<file path="src/hw/tile_pkg.sv">
`default_nettype none

package tile_pkg;

  // Bus geometry
  localparam int unsigned ADDR_W     = 32;             // Request address width
  localparam int unsigned DATA_W     = 32;             // Word width
  localparam int unsigned BE_W       = DATA_W / 8;     // One enable per byte
  localparam int unsigned BYTE_OFF_W = $clog2(BE_W);   // Byte offset inside a word

  // L1 scratchpad geometry
  localparam int unsigned N_BANKS      = 4;                     // Word-interleaved banks
  localparam int unsigned N_WORDS_BANK = 256;                   // Rows per bank
  localparam int unsigned BANK_SEL_W   = $clog2(N_BANKS);       // Low word-address bits
  localparam int unsigned ROW_W        = $clog2(N_WORDS_BANK);  // Next word-address bits

  // Address map with inclusive bounds
  localparam logic [ADDR_W-1:0] L1_ADDR_START = 32'h1000_0000;  // 4 KiB scratchpad
  localparam logic [ADDR_W-1:0] L1_ADDR_END   = 32'h1000_0FFF;
  localparam logic [ADDR_W-1:0] L2_ADDR_START = 32'h8000_0000;  // External L2 window
  localparam logic [ADDR_W-1:0] L2_ADDR_END   = 32'h8FFF_FFFF;

  // Outstanding request limit that sizes every reorder queue
  localparam int unsigned FIFO_DEPTH = 8;

  // Where the response for an accepted request comes from
  typedef enum logic [1:0] {
    SRC_L1  = 2'd0,  // Banked scratchpad
    SRC_L2  = 2'd1,  // External L2 port
    SRC_ERR = 2'd2   // Unmapped address answered locally
  } rsp_src_e;

  typedef logic [DATA_W-1:0] data_t;  // One data word

endpackage

`default_nettype wire

</file>
<file path="src/hw/mem_req_if.sv">
`timescale 1ns/10ps
`default_nettype none

interface mem_req_if;
  import tile_pkg::*;

  logic              valid;  // Single-cycle request strobe
  logic              we;     // Write when set, read otherwise
  logic [ADDR_W-1:0] addr;   // Byte address
  data_t             wdata;  // Write data
  logic [BE_W-1:0]   be;     // Byte enables for writes

  // Decoder side
  modport master (output valid, we, addr, wdata, be);

  // Scratchpad side
  modport slave (input valid, we, addr, wdata, be);

endinterface

`default_nettype wire

</file>
<file path="src/hw/addr_decoder.sv">
`timescale 1ns/10ps
`default_nettype none

module addr_decoder (
  input  logic                              clk_i,
  input  logic                              rst_ni,
  input  logic                              tile_enable_i,
  input  logic                              req_valid_i,
  input  logic                              req_we_i,
  input  logic [tile_pkg::ADDR_W-1:0]       req_addr_i,
  input  tile_pkg::data_t                   req_wdata_i,
  input  logic [tile_pkg::BE_W-1:0]         req_be_i,
  mem_req_if.master                         l1_o,
  output logic                              l2_req_valid_o,
  output logic                              l2_req_we_o,
  output logic [tile_pkg::ADDR_W-1:0]       l2_req_addr_o,
  output tile_pkg::data_t                   l2_req_wdata_o,
  output logic [tile_pkg::BE_W-1:0]         l2_req_be_o,
  output logic                              ord_valid_o,
  output tile_pkg::rsp_src_e                ord_src_o
);
  import tile_pkg::*;

  logic              en_q;        // Registered tile enable
  logic              accept;      // Request taken this cycle
  logic              hit_l1;
  logic              hit_l2;
  rsp_src_e          src_d;       // Decoded target
  logic              l1_valid_q;
  logic              l2_valid_q;
  logic              we_q;        // Request fields shared by both targets
  logic [ADDR_W-1:0] addr_q;
  data_t             wdata_q;
  logic [BE_W-1:0]   be_q;

  assign accept = en_q && req_valid_i;  // Drop requests while disabled
  assign hit_l1 = (req_addr_i >= L1_ADDR_START) && (req_addr_i <= L1_ADDR_END);
  assign hit_l2 = (req_addr_i >= L2_ADDR_START) && (req_addr_i <= L2_ADDR_END);

  always_comb begin
    if (hit_l1) src_d = SRC_L1;
    else if (hit_l2) src_d = SRC_L2;
    else src_d = SRC_ERR;  // Neither region so rsp_merge answers it
  end

  always_ff @(posedge clk_i, negedge rst_ni) begin
    if (!rst_ni) begin
      en_q        <= 1'b0;
      l1_valid_q  <= 1'b0;
      l2_valid_q  <= 1'b0;
      ord_valid_o <= 1'b0;
    end else begin
      en_q        <= tile_enable_i;
      l1_valid_q  <= accept && (src_d == SRC_L1);  // At most one target strobes
      l2_valid_q  <= accept && (src_d == SRC_L2);
      ord_valid_o <= accept;                       // Every accepted request is ordered
    end
  end

  always_ff @(posedge clk_i) begin
    if (accept) begin
      we_q      <= req_we_i;
      addr_q    <= req_addr_i;
      wdata_q   <= req_wdata_i;
      be_q      <= req_be_i;
      ord_src_o <= src_d;
    end
  end

  // L1 request
  assign l1_o.valid = l1_valid_q;
  assign l1_o.we    = we_q;
  assign l1_o.addr  = addr_q;
  assign l1_o.wdata = wdata_q;
  assign l1_o.be    = be_q;

  // L2 request
  assign l2_req_valid_o = l2_valid_q;
  assign l2_req_we_o    = we_q;
  assign l2_req_addr_o  = addr_q;
  assign l2_req_wdata_o = wdata_q;
  assign l2_req_be_o    = be_q;

endmodule

`default_nettype wire

</file>
<file path="src/flat_wrapper.sv">
// flat-port wrapper written by rule: the top's interface ports become plain ports
module addr_decoder_flat import tile_pkg::*;
  (clk_i, rst_ni, tile_enable_i, req_valid_i, req_we_i, req_addr_i, req_wdata_i, req_be_i, l2_req_valid_o, l2_req_we_o, l2_req_addr_o, l2_req_wdata_o, l2_req_be_o, ord_valid_o, ord_src_o, l1_o_valid, l1_o_we, l1_o_addr, l1_o_wdata, l1_o_be);
  mem_req_if l1_o_i ();
  input  logic clk_i;
  input  logic rst_ni;
  input  logic tile_enable_i;
  input  logic req_valid_i;
  input  logic req_we_i;
  input  logic [tile_pkg::ADDR_W-1:0] req_addr_i;
  input  tile_pkg::data_t req_wdata_i;
  input  logic [tile_pkg::BE_W-1:0] req_be_i;
  output logic l2_req_valid_o;
  output logic l2_req_we_o;
  output logic [tile_pkg::ADDR_W-1:0] l2_req_addr_o;
  output tile_pkg::data_t l2_req_wdata_o;
  output logic [tile_pkg::BE_W-1:0] l2_req_be_o;
  output logic ord_valid_o;
  output tile_pkg::rsp_src_e ord_src_o;
  output wire logic [$bits(l1_o_i.valid)-1:0] l1_o_valid;
  output wire logic [$bits(l1_o_i.we)-1:0] l1_o_we;
  output wire logic [$bits(l1_o_i.addr)-1:0] l1_o_addr;
  output wire logic [$bits(l1_o_i.wdata)-1:0] l1_o_wdata;
  output wire logic [$bits(l1_o_i.be)-1:0] l1_o_be;
  assign l1_o_valid = l1_o_i.valid;
  assign l1_o_we = l1_o_i.we;
  assign l1_o_addr = l1_o_i.addr;
  assign l1_o_wdata = l1_o_i.wdata;
  assign l1_o_be = l1_o_i.be;
  addr_decoder u_core (.clk_i(clk_i), .rst_ni(rst_ni), .tile_enable_i(tile_enable_i), .req_valid_i(req_valid_i), .req_we_i(req_we_i), .req_addr_i(req_addr_i), .req_wdata_i(req_wdata_i), .req_be_i(req_be_i), .l1_o(l1_o_i), .l2_req_valid_o(l2_req_valid_o), .l2_req_we_o(l2_req_we_o), .l2_req_addr_o(l2_req_addr_o), .l2_req_wdata_o(l2_req_wdata_o), .l2_req_be_o(l2_req_be_o), .ord_valid_o(ord_valid_o), .ord_src_o(ord_src_o));
endmodule
</file>
<file path="config.mk">
export PLATFORM = sky130hd
export DESIGN_NAME = addr_decoder_flat
export DESIGN_NICKNAME = d
export VERILOG_FILES = /design/src/hw/tile_pkg.sv /design/src/hw/mem_req_if.sv /design/src/hw/addr_decoder.sv /design/src/flat_wrapper.sv
export SDC_FILE = /design/constraint.sdc
export NUM_CORES = 1
export LEC_CHECK = 0
export BUFFER_PORTS_ARGS = -buffer_cell sky130_fd_sc_hd__buf_2
export CORE_MARGIN = 5
export CORE_UTILIZATION = 30
export CTS_CLUSTER_SIZE = 28
export DETAILED_ROUTE_END_ITERATION = 7
export GPL_TIMING_DRIVEN = 1
export PLACE_DENSITY = 0.71
export SKIP_LAST_GASP = 1
export SLEW_MARGIN = 10
export SYNTH_ARGS = -nofsm -noshare
export SYNTH_HDL_FRONTEND = slang
export SYNTH_SLANG_ARGS = --single-unit
</file>
<file path="constraint.sdc">
create_clock -name clk_i -period 7.2 [get_ports clk_i]
set_clock_uncertainty 0.1 [all_clocks]
set_input_delay 0.72 -clock clk_i [delete_from_list [all_inputs] [get_ports clk_i]]
set_output_delay 0.72 -clock clk_i [all_outputs]
set_load 0.02 [all_outputs]
</file>
==> summary.txt <==
Pwr
  – Combinational Power Share: 0.107
  – PD cells: 254 nW/um^2
  – Clk pwr share: 0.366
  – Internal: 0.737 mW
  – Net Sw Power: 0.222 mW
  – Reg power frac: 0.527
  – Peak VDD IR: 0.0918 mV
  – Pleak: 1.71 nW
  – Sw frac: 0.232

Worst setup path
  – Worst r2r src: u_core.en_q
  – CP required: 6.38 ns
  – Crit path kind: register to output pin
  – Reg2reg end: u_core.l1_o.be[2]
  – CP top delay family: flip-flops
  – CP endpoint kind: output pin
  – Worst path arrival time: 0.94 ns
  – Buf/Inv on CP: 1
  – R2R depth: 1
  – CP max-delay cell: edfxtp_1
  – Crit-path cells: buf_2
  – CP max FO: 2
  – Crit path largest cell delay: 0.42 ns
  – CP Launch Type: register
  – R2r setup slk: 5.60 ns

Min path
  – HP Class: primary input to asynchronous set/reset pin

Status
  – Status: finished clean

Synthesis
  – EDFF count, synth: 71
  – Avg Cell Area, Syn: 18.3 um^2
  – Synth cell count leaders: 71 x edfxtp_1, 69 x buf_4, 4 x dfrtp_1, 4 x nor4_1
  – Top_reg_cell synth: edfxtp_1
  – Seq cells post-synth: 75
  – Ranking of synthesized cells by area: edfxtp_1 75%, buf_4 18%, dfrtp_1 3.5%
  – Synth Instances: 155
  – Cell with the most instances after synthesis: edfxtp_1
  – Async SR Flop Fraction: 0.0533
  – Sequential fraction of the synthesis area: 0.787
  – Synth cell types: 9
  – Synth top area share: 0.751
  – Yosys top cell by area: edfxtp_1
  – Synthesized area: 2840 um^2
  – Syn nets: 228
  – Yosys warnings: 0

Placed design
  – Placer's final routability congestion estimate: 0.705
  – DP Worst Slack: 5.13 ns
  – Hpwl dp: 5450 um
  – IO Port Bufs: 215

Timing
  – Worst setup margin: 5.44 ns
  – RSZ-0062 raised after global routing: false
  – Final period utilization: 0.244
  – Crit path time final: 1.76 ns
  – TNS Setup: 0 ns
  – Slew of the pin with the lowest slew margin: 0.928 ns
  – Worst slew margin: 0.381
  – Hold Vio Cnt, Final: 0
  – Final setup fails: 0
  – Slew Limit Fails: 0
  – Max Clk Rate: 569 MHz

Global route
  – GR Overflow Total: 0
  – First-pass GRT wire length: 9580 um
  – Largest net degree at the start of global routing: 75
  – GRT Util Overall: 0.112
  – Initial antenna violation count: 1
  – Vias in the first global route: 1848

Clock tree
  – H-tree levels: 3
  – Clock sinks: 75
  – Clk pin slew, worst setup/hold paths: 0.08 ns
  – Hold_buf cts: 0
  – Setup Buffers After CTS: 0
  – Cts bufs inserted: 9
  – CTS root buffer: clkbuf_8
  – CTS resizes: 0
  – Latest clock arrival within the worst-skew pair: 0.34 ns
  – CTS tree: yes
  – CTS Buffer Depth: 2

Layout
  – Layout Nets: 385
  – # fillers: 891
  – N_diodes: 0
  – Area of the multi-input gates: 90.1 um^2
  – Register area: 2230 um^2
  – Share of cells above drive strength 1: 0.735
  – Area growth from synthesis to layout: 33.2%

Floorplanning
  – Die Footprint: 11500 um^2
  – Starting density of the core: 0.307
  – Core area: 9240 um^2
  – # IOs: 216
  – Row count: 35
  – Die Ht: 107 um
  – Die X-Extent: 107 um

Route
  – DRT Pass-1 Iters: 4
  – Final wirelength: 6840 um
  – # DRC: 0
  – DR iter-0 viols: 37
  – Drt wl/cell: 15.3 um
  – Final ANT Viol Nets: 0
  – Via-per-instance ratio: 3.96
  – Routed vias: 1768

Job
  – Max cap viols: 0
[state kept, by name, indices dropped and copies added (netlist names)]
signal and count:
u_core.l1_o.we 1, u_core.ord_valid_o 1, u_core.l1_o.addr 32, u_core.l2_req_valid_o 1, u_core.l1_o.be 4, u_core.l1_o.valid 1
u_core.ord_src_o 2, u_core.l1_o.wdata 32, u_core.en_q 1
[metal layers]
| layer | GRT usage | vias up | routed length, um |
|---|---|---|---|
| met5 | 0 | - | 20 |
| met4 | 0.0493 | 2 | 129 |
| met3 | 0.0540 | 14 | 856 |
| met2 | 0.198 | 124 | 3510 |
| met1 | 0.112 | 826 | 2330 |
| li1 | - | 802 | - |
[power groups by stage]
stage / Combinational (mW) / Sequential, mW / Clock (mW)
after global placement: 0.103 / 0.516 / 0
after global routing: 0.109 / 0.509 / 0.382
final: 0.103 / 0.506 / 0.351
after detailed placement: 0.105 / 0.516 / 0
after floorplan: 0.0478 / 0.538 / 0
after CTS: 0.104 / 0.507 / 0.365
[kinds of logic (layout without fill, tap and decap cells)]
family                 count (synthesis)  in the layout  synth area share
DFF                                   75             75             0.787
buffers and inverters                 69            231             0.183
and+or+nand+nor                       10             10            0.0291
AOI/OAI and AO/OA                      1              1           0.00176
[final cells by class]
cell class | instances | area share
sequential | 75 | 0.591
timing repair buffer | 215 | 0.285
tap | 129 | 0.0427
clock buffer | 11 | 0.0374
multi-input combinational | 11 | 0.0238
clock inverter | 5 | 0.0205
[through the flow]
step                area [um^2]  utilization  hold slack [ns]  cells  power (mW)
finish                     3780        0.409           0.0711    446       0.960
global route               3780        0.409           0.0539    446        1.00
CTS                        3780        0.409           0.0490    446       0.976
global placement           3560        0.385            0.429    430       0.618
detailed placement         3560        0.385            0.434    430       0.621
floorplan                  2840            -            0.324    155       0.586
[placed cells by master (no fill, tap or decap), drive strengths merged]
master    Yosys  routed
a21oi         1       1
and2          2       2
and3          1       1
and4          1       1
buf          69     215
bufinv        0       2
clkbuf        0      11
clkinv        0       2
clkinvlp      0       1
dfrtp         4       4
edfxtp       71      71
nor4          4       4
nor4b         2       2
[how the worst max path moves through the flow]
stage | endpoint | start | cells after the start | slack [ns]
5_1_grt | l2_req_wdata_o[3] | u_core.l1_o.wdata[3] | 1 | 5.38
3_3_place_gp | u_core.l1_o.wdata[27] | req_valid_i | 2 | 5.18
6_report | l2_req_addr_o[21] | u_core.l1_o.addr[21] | 1 | 5.44
4_1_cts | l2_req_addr_o[21] | u_core.l1_o.addr[21] | 1 | 5.40
3_5_place_dp | u_core.l1_o.wdata[29] | req_valid_i | 2 | 5.13
2_1_floorplan | u_core.l1_o.addr[0] | req_valid_i | 1 | 4.25
Power figures use the tool's default switching activity.
