File: src/hw/tile_pkg.sv
`default_nettype none

package tile_pkg;

  // Bus geometry
  localparam int unsigned ADDR_W     = 32;             // Request address width
  localparam int unsigned DATA_W     = 32;             // Word width
  localparam int unsigned BE_W       = DATA_W / 8;     // One enable per byte
  localparam int unsigned BYTE_OFF_W = $clog2(BE_W);   // Byte offset inside a word

  // L1 scratchpad geometry
  localparam int unsigned N_BANKS      = 4;                     // Word-interleaved banks
  localparam int unsigned N_WORDS_BANK = 256;                   // Rows per bank
  localparam int unsigned BANK_SEL_W   = $clog2(N_BANKS);       // Low word-address bits
  localparam int unsigned ROW_W        = $clog2(N_WORDS_BANK);  // Next word-address bits

  // Address map with inclusive bounds
  localparam logic [ADDR_W-1:0] L1_ADDR_START = 32'h1000_0000;  // 4 KiB scratchpad
  localparam logic [ADDR_W-1:0] L1_ADDR_END   = 32'h1000_0FFF;
  localparam logic [ADDR_W-1:0] L2_ADDR_START = 32'h8000_0000;  // External L2 window
  localparam logic [ADDR_W-1:0] L2_ADDR_END   = 32'h8FFF_FFFF;

  // Outstanding request limit that sizes every reorder queue
  localparam int unsigned FIFO_DEPTH = 8;

  // Where the response for an accepted request comes from
  typedef enum logic [1:0] {
    SRC_L1  = 2'd0,  // Banked scratchpad
    SRC_L2  = 2'd1,  // External L2 port
    SRC_ERR = 2'd2   // Unmapped address answered locally
  } rsp_src_e;

  typedef logic [DATA_W-1:0] data_t;  // One data word

endpackage

`default_nettype wire

File: src/hw/fifo_sync.sv
`timescale 1ns/10ps
`default_nettype none

module fifo_sync #(
  parameter int unsigned DEPTH     = 8,     // Number of entries
  parameter type         payload_t = logic  // Entry type
) (
  input  logic     clk_i,
  input  logic     rst_ni,
  input  logic     push_i,   // Write data_i this cycle
  input  payload_t data_i,
  input  logic     pop_i,    // Drop the head this cycle
  output payload_t data_o,   // Head entry, valid when not empty
  output logic     empty_o
);

  localparam int unsigned PTR_W = (DEPTH > 1) ? $clog2(DEPTH) : 1;
  localparam int unsigned CNT_W = $clog2(DEPTH + 1);

  payload_t         mem_q [DEPTH];  // Storage
  logic [PTR_W-1:0] wr_ptr_q;
  logic [PTR_W-1:0] rd_ptr_q;
  logic [CNT_W-1:0] count_q;        // Entries held

  assign data_o  = mem_q[rd_ptr_q];  // Fall-through head
  assign empty_o = (count_q == '0);

  always_ff @(posedge clk_i, negedge rst_ni) begin
    if (!rst_ni) begin
      wr_ptr_q <= '0;
      rd_ptr_q <= '0;
      count_q  <= '0;
    end else begin
      if (push_i) begin
        wr_ptr_q <= (wr_ptr_q == PTR_W'(DEPTH - 1)) ? '0 : wr_ptr_q + 1'b1;  // Wrap at DEPTH
      end
      if (pop_i) begin
        rd_ptr_q <= (rd_ptr_q == PTR_W'(DEPTH - 1)) ? '0 : rd_ptr_q + 1'b1;
      end
      if (push_i && !pop_i) begin
        count_q <= count_q + 1'b1;
      end else if (pop_i && !push_i) begin
        count_q <= count_q - 1'b1;
      end
    end
  end

  always_ff @(posedge clk_i) begin
    if (push_i) begin
      mem_q[wr_ptr_q] <= data_i;
    end
  end

endmodule

`default_nettype wire

File: src/hw/rsp_merge.sv
`timescale 1ns/10ps
`default_nettype none

module rsp_merge (
  input  logic               clk_i,
  input  logic               rst_ni,
  input  logic               ord_valid_i,     // One per accepted request
  input  tile_pkg::rsp_src_e ord_src_i,
  input  logic               l1_valid_i,      // L1 result strobe
  input  tile_pkg::data_t    l1_data_i,
  input  logic               l2_rsp_valid_i,  // L2 result strobe in L2 request order
  input  tile_pkg::data_t    l2_rsp_rdata_i,
  output logic               rsp_valid_o,
  output tile_pkg::data_t    rsp_rdata_o,
  output logic               rsp_err_o
);
  import tile_pkg::*;

  rsp_src_e ord_head;    // Source of the oldest open request
  logic     ord_empty;
  data_t    l1_head;
  logic     l1_empty;
  data_t    l2_head;
  logic     l2_empty;
  logic     head_rdy;    // Oldest request can retire now
  logic     pop_l1;
  logic     pop_l2;
  data_t    rsp_data_d;

  // Request order
  fifo_sync #(
    .DEPTH     (FIFO_DEPTH),
    .payload_t (rsp_src_e)
  ) i_ord_fifo (
    .clk_i   (clk_i),
    .rst_ni  (rst_ni),
    .push_i  (ord_valid_i),
    .data_i  (ord_src_i),
    .pop_i   (head_rdy),
    .data_o  (ord_head),
    .empty_o (ord_empty)
  );

  // Scratchpad results arrive in L1 order
  fifo_sync #(
    .DEPTH     (FIFO_DEPTH),
    .payload_t (data_t)
  ) i_l1_fifo (
    .clk_i   (clk_i),
    .rst_ni  (rst_ni),
    .push_i  (l1_valid_i),
    .data_i  (l1_data_i),
    .pop_i   (pop_l1),
    .data_o  (l1_head),
    .empty_o (l1_empty)
  );

  // L2 results with variable latency
  fifo_sync #(
    .DEPTH     (FIFO_DEPTH),
    .payload_t (data_t)
  ) i_l2_fifo (
    .clk_i   (clk_i),
    .rst_ni  (rst_ni),
    .push_i  (l2_rsp_valid_i),
    .data_i  (l2_rsp_rdata_i),
    .pop_i   (pop_l2),
    .data_o  (l2_head),
    .empty_o (l2_empty)
  );

  always_comb begin
    case (ord_head)
      SRC_L1: begin
        head_rdy   = !ord_empty && !l1_empty;  // Wait for the scratchpad word
        rsp_data_d = l1_head;
      end
      SRC_L2: begin
        head_rdy   = !ord_empty && !l2_empty;  // Wait for the L2 beat
        rsp_data_d = l2_head;
      end
      default: begin
        head_rdy   = !ord_empty;  // Error retires at once
        rsp_data_d = '0;
      end
    endcase
  end

  assign pop_l1 = head_rdy && (ord_head == SRC_L1);
  assign pop_l2 = head_rdy && (ord_head == SRC_L2);

  always_ff @(posedge clk_i, negedge rst_ni) begin
    if (!rst_ni) begin
      rsp_valid_o <= 1'b0;
    end else begin
      rsp_valid_o <= head_rdy;  // At most one response per cycle
    end
  end

  always_ff @(posedge clk_i) begin
    if (head_rdy) begin
      rsp_rdata_o <= rsp_data_d;
      rsp_err_o   <= (ord_head == SRC_ERR);
    end
  end

endmodule

`default_nettype wire

File: config.mk
export PLATFORM = sky130hd
export DESIGN_NAME = rsp_merge
export DESIGN_NICKNAME = d
export VERILOG_FILES = /design/src/hw/tile_pkg.sv /design/src/hw/fifo_sync.sv /design/src/hw/rsp_merge.sv
export SDC_FILE = /design/constraint.sdc
export NUM_CORES = 1
export LEC_CHECK = 0
export ABC_AREA = 0
export BUFFER_PORTS_ARGS = -buffer_cell sky130_fd_sc_hd__buf_2
export CORE_ASPECT_RATIO = 1.2
export CORE_MARGIN = 2
export CORE_UTILIZATION = 50
export CTS_CLUSTER_SIZE = 20
export DETAILED_ROUTE_END_ITERATION = 12
export PLACE_DENSITY = 0.75
export SKIP_LAST_GASP = 1
export SLEW_MARGIN = 0
export SYNTH_ARGS = -nofsm -noshare
export SYNTH_HDL_FRONTEND = slang
export SYNTH_SLANG_ARGS = --single-unit
export TNS_END_PERCENT = 50
File: constraint.sdc
create_clock -name clk_i -period 3.9 [get_ports clk_i]
set_input_delay 0.195 -clock clk_i [delete_from_list [all_inputs] [get_ports clk_i]]
set_output_delay 0.195 -clock clk_i [all_outputs]
set_load 0.01 [all_outputs]
==> qor.txt <==
OUTCOME
--------------------------------------------------------------------------------------
Outcome                                                                   complete, no violations

STA
--------------------------------------------------------------------------------------
Slew at the pin with the worst max-slew slack                                 0.946 ns
Worst hold-check slack                                                        0.198 ns
Total setup violations reported at the end of the flow                               0
Count of endpoints failing hold in the final timing report                           0
Post-route clock period utilization                                              87.7%
Top achievable clock speed                                                     292 MHz
Final TNS setup                                                                   0 ns
Final Worst Setup Slack                                                       0.479 ns
Shortest clock period the worst path allows after layout                       3.42 ns
RSZ-0062 raised after global routing                                                no
Worst rel slew slack                                                             36.8%
Count of pins over their slew limit                                                  0
Max Clock Skew                                                               0.0248 ns

SYNTH
--------------------------------------------------------------------------------------
Synth Area in Adders                                                             1.41%
Average footprint of a synthesized cell                                     21.9 sq um
Number of enable flip-flop cells after synthesis                                   561
Combined area of all synthesized cells                                     22900 sq um
Mapped Nets                                                                       1139
Post-Syn Instances                                                                1044
Synth Area in XOR/XNOR                                                          0.459%
Warnings from Yosys                                                                  0
Share of the synthesized area in compound gates (AO/OA/AOI/OAI)                  2.48%
Fraction of synthesized area in multiplexers                                     15.5%
Dominant register cell in the synthesized netlist                             edfxtp_1
Async S/R FF share, synth                                                        5.24%
Flip-flop and latch count after synthesis                                          592
Sequential fraction of the synthesis area                                        77.0%
Simple-Gate Fraction of Synth Area                                               2.15%
Post-synthesis cell type with the largest combined area                       edfxtp_1
Proportion of netlist area held by the largest area contributor                  73.6%
Biggest area contributors in the synthesized netlist                      edfxtp_1 (74%), mux4_2 (13%), dfrtp_1 (3.4%), a211oi_1 (2.1%), mux2i_1 (1.6%)
Number of distinct standard cells referenced by the synthesized netlist             33
Dominant combinational cell family by area after synthesis                multiplexers

ROUTING
--------------------------------------------------------------------------------------
Number of vias in the routed layout                                              11000
Detail Route Antenna Nets                                                            0
Wire per inst                                                             24.3 microns
Remaining design rule violation count                                                0
WL final                                                                  46500 microns
Number of DRC markers after the initial detailed-route iteration                   951
Via density per instance                                                          5.73
Pre-antenna DRT Iters                                                                5

PLACED DESIGN
--------------------------------------------------------------------------------------
Worst Setup Slack post-DPL                                                    0.444 ns
Number of placed instances, taps included                                         1738
Number of buffers added on ports                                                   104
Cell area after placement                                                  24400 sq um
Weighted congestion reported at the end of routability-driven placement          0.790
Dpl hpwl                                                                  28000 microns

FLOORPLANNING
--------------------------------------------------------------------------------------
Standard-cell rows                                                                  85
Starting utilization of the core area                                            50.8%
I/O pins                                                                           105
Area of the die                                                            47500 sq um
Die outline width                                                          199 microns
Chip Height                                                                238 microns
Core region area                                                           45100 sq um

SETUP PATH
--------------------------------------------------------------------------------------
Type of the worst setup path                                              register to register
Startpoint types                                                              register
Highest cell delay on the worst timing path                                    0.60 ns
CP Data Required Time                                                          4.36 ns
Critical-path top delay cell                                                   dfrtp_1
Maximum fanout count along the critical path                                        24
Endpoint type of the worst setup path                                         register
Critical path data arrival time                                                3.88 ns
Ordered list of cells on the worst path                                   mux2i_1, mux4_2, buf_4, o41ai_1, nor3_2, inv_1, ha_1, inv_1, ha_1, a21o_1, a21oi_1, xnor2_1, nor2_1, xor2_1
Register-to-register path setup slack                                          0.48 ns

FINAL LAYOUT
--------------------------------------------------------------------------------------
Synth-to-Final Area Change                                                       17.7%
Most frequent standard cell in the layout excluding fill and tap cells        edfxtp_1
Summed area of non-filler cells in the final layout                        27000 sq um
Non-filler cells, final                                                           1911
Highest-count cells in the layout ignoring fill and taps                  edfxtp_1 (561), mux4_2 (131), buf_2 (104), dlygate4sd3_1 (70), a211oi_1 (64)
Final nets                                                                        1350
Proportion of layout cells with a drive suffix above 1                           29.5%

CTS
--------------------------------------------------------------------------------------
Clock latency on the worst-skew pair                                           0.60 ns
Clock net sink count                                                               592
Number of CTS-inserted buffers                                                      54
CTS H-tree lvls                                                                      2
Clock Tree Root                                                              clkbuf_16
CTS tree                                                                         built
Register clock-pin slew on the reported worst setup and hold paths             0.06 ns
Maximum clock path buffer count                                                      3

PWR
--------------------------------------------------------------------------------------
Static leakage                                                                 9.00 nW
Power per cell area                                                        767 nW/um^2
Max IR drop VDD                                                             0.000409 V

GLOBAL ROUTING
--------------------------------------------------------------------------------------
Maximum number of pins on one net before global-route repair                        47
Initial antenna violation count                                                      2
GRT Residual Overflow                                                                0
Global routing usage summed across all routing layers                            20.3%
Via count of the first global-routing pass                                       11400
First-pass GRT wire length                                                70300 microns

FLOW RUN
--------------------------------------------------------------------------------------
Number of maximum-capacitance constraint violations                                  0

WORST HOLD PATH
--------------------------------------------------------------------------------------
Worst min path class                                                      input pin to asynchronous set/reset pin

-- power breakdown --
group          total [mW]  internal (mW)  switching (mW)
logic                5.89           2.76            3.13
clock network        5.55           3.31            2.25
registers            9.22           8.31           0.911
-- synthesized netlist by cell type (8+ instances only) --
master,count
a211oi_1,64
buf_2,13
clkbuf_1,34
dfrtp_1,31
edfxtp_1,561
ha_1,21
inv_1,8
mux2_1,9
mux2_2,9
mux2i_1,37
mux4_2,131
nand2_1,12
nor2_1,27
nor2b_1,32
xnor2_1,9
-- repair_timing --
action                                  in CTS  in global routing
setup buffers                                0                  0
endpoints found under the setup margin       0                  0
hold buffers                                70                  0
hold endpoints to repair                   568                  0
resized for setup                            0                  0
-- critical path, delay by kind of cell (launching register included) --
kind,cells,cell delay [ns]
flip-flops,1,0.60
AO/OA/AOI/OAI,3,0.52
multiplexers,2,0.60
XOR/XNOR,2,0.29
buffers and inverters,3,0.49
AND/OR/NAND/NOR,2,0.33
adder cells (fa/ha/maj),2,0.47
-- through the flow --
stage          util [%]  power, mW
2_1_floorplan         -       13.1
3_3_place_gp       54.0       15.1
3_5_place_dp       54.0       15.3
4_1_cts            59.8       20.9
5_1_grt            59.8       21.6
6_report           59.8       20.7
-- final cells by class --
| cell class | instances | area (sq um) |
|---|---|---|
| diodes | 2 | 5.00 |
| clock inverters | 39 | 472 |
| flip-flops and latches | 592 | 17600 |
| well taps | 609 | 762 |
| repair buffers | 205 | 1500 |
| clock buffers | 62 | 1400 |
| multi-input cells | 393 | 5140 |
| inverters | 9 | 33.8 |
| fillers | 3235 | 18100 |
-- state kept, by name (all words and copies together), names as in the netlist --
register,flops
i_l1_fifo.count_q,4
i_l1_fifo.mem_q,256
i_l1_fifo.rd_ptr_q,3
i_l1_fifo.wr_ptr_q,3
i_l2_fifo.count_q,4
i_l2_fifo.mem_q,256
i_l2_fifo.rd_ptr_q,3
i_l2_fifo.wr_ptr_q,3
i_ord_fifo.count_q,4
i_ord_fifo.mem_q,16
i_ord_fifo.rd_ptr_q,3
i_ord_fifo.wr_ptr_q,3
rsp_err_o,1
rsp_rdata_o,32
rsp_valid_o,1
-- routing by layer --
metal  track usage, %  up-vias  routed length, microns
met5                0        -                       0
met4             6.49        0                    1150
met3             3.10       73                    2660
met2             32.9      352                   23200
met1             28.7     5759                   19500
li1                 -     4774                       -
-- path summary, 6_finish.rpt --
check,depth (start not counted),to,start
setup / recovery,14,i_l1_fifo.count_q[3]$_DFFE_PN0P_,i_ord_fifo.rd_ptr_q[0]$_DFFE_PN0N_
hold / removal,2,i_ord_fifo.rd_ptr_q[2]$_DFFE_PN0N_,rst_ni
setup reg to reg,14,i_l1_fifo.count_q[3]$_DFFE_PN0P_,i_ord_fifo.rd_ptr_q[0]$_DFFE_PN0N_
hold reg to reg,1,i_l2_fifo.count_q[3]$_DFFE_PN0P_,i_l2_fifo.count_q[3]$_DFFE_PN0P_
max in group asynchronous,2,i_l1_fifo.rd_ptr_q[0]$_DFFE_PN0P_,rst_ni
min in group clk_i,2,i_l1_fifo.mem_q[5][30]$_DFFE_PP_,l1_data_i[30]
-- cell families (layout without fill, tap and decap cells) --
| kind of cell | after synthesis | in the layout |
|---|---|---|
| flops | 592 | 592 |
| mux | 187 | 187 |
| simple gates | 92 | 92 |
| compound gates | 78 | 78 |
| buf+inv | 59 | 315 |
| fa+ha+maj | 24 | 24 |
| xor+xnor | 12 | 12 |
| other cells | 0 | 2 |
Power figures use the tool's default switching activity.
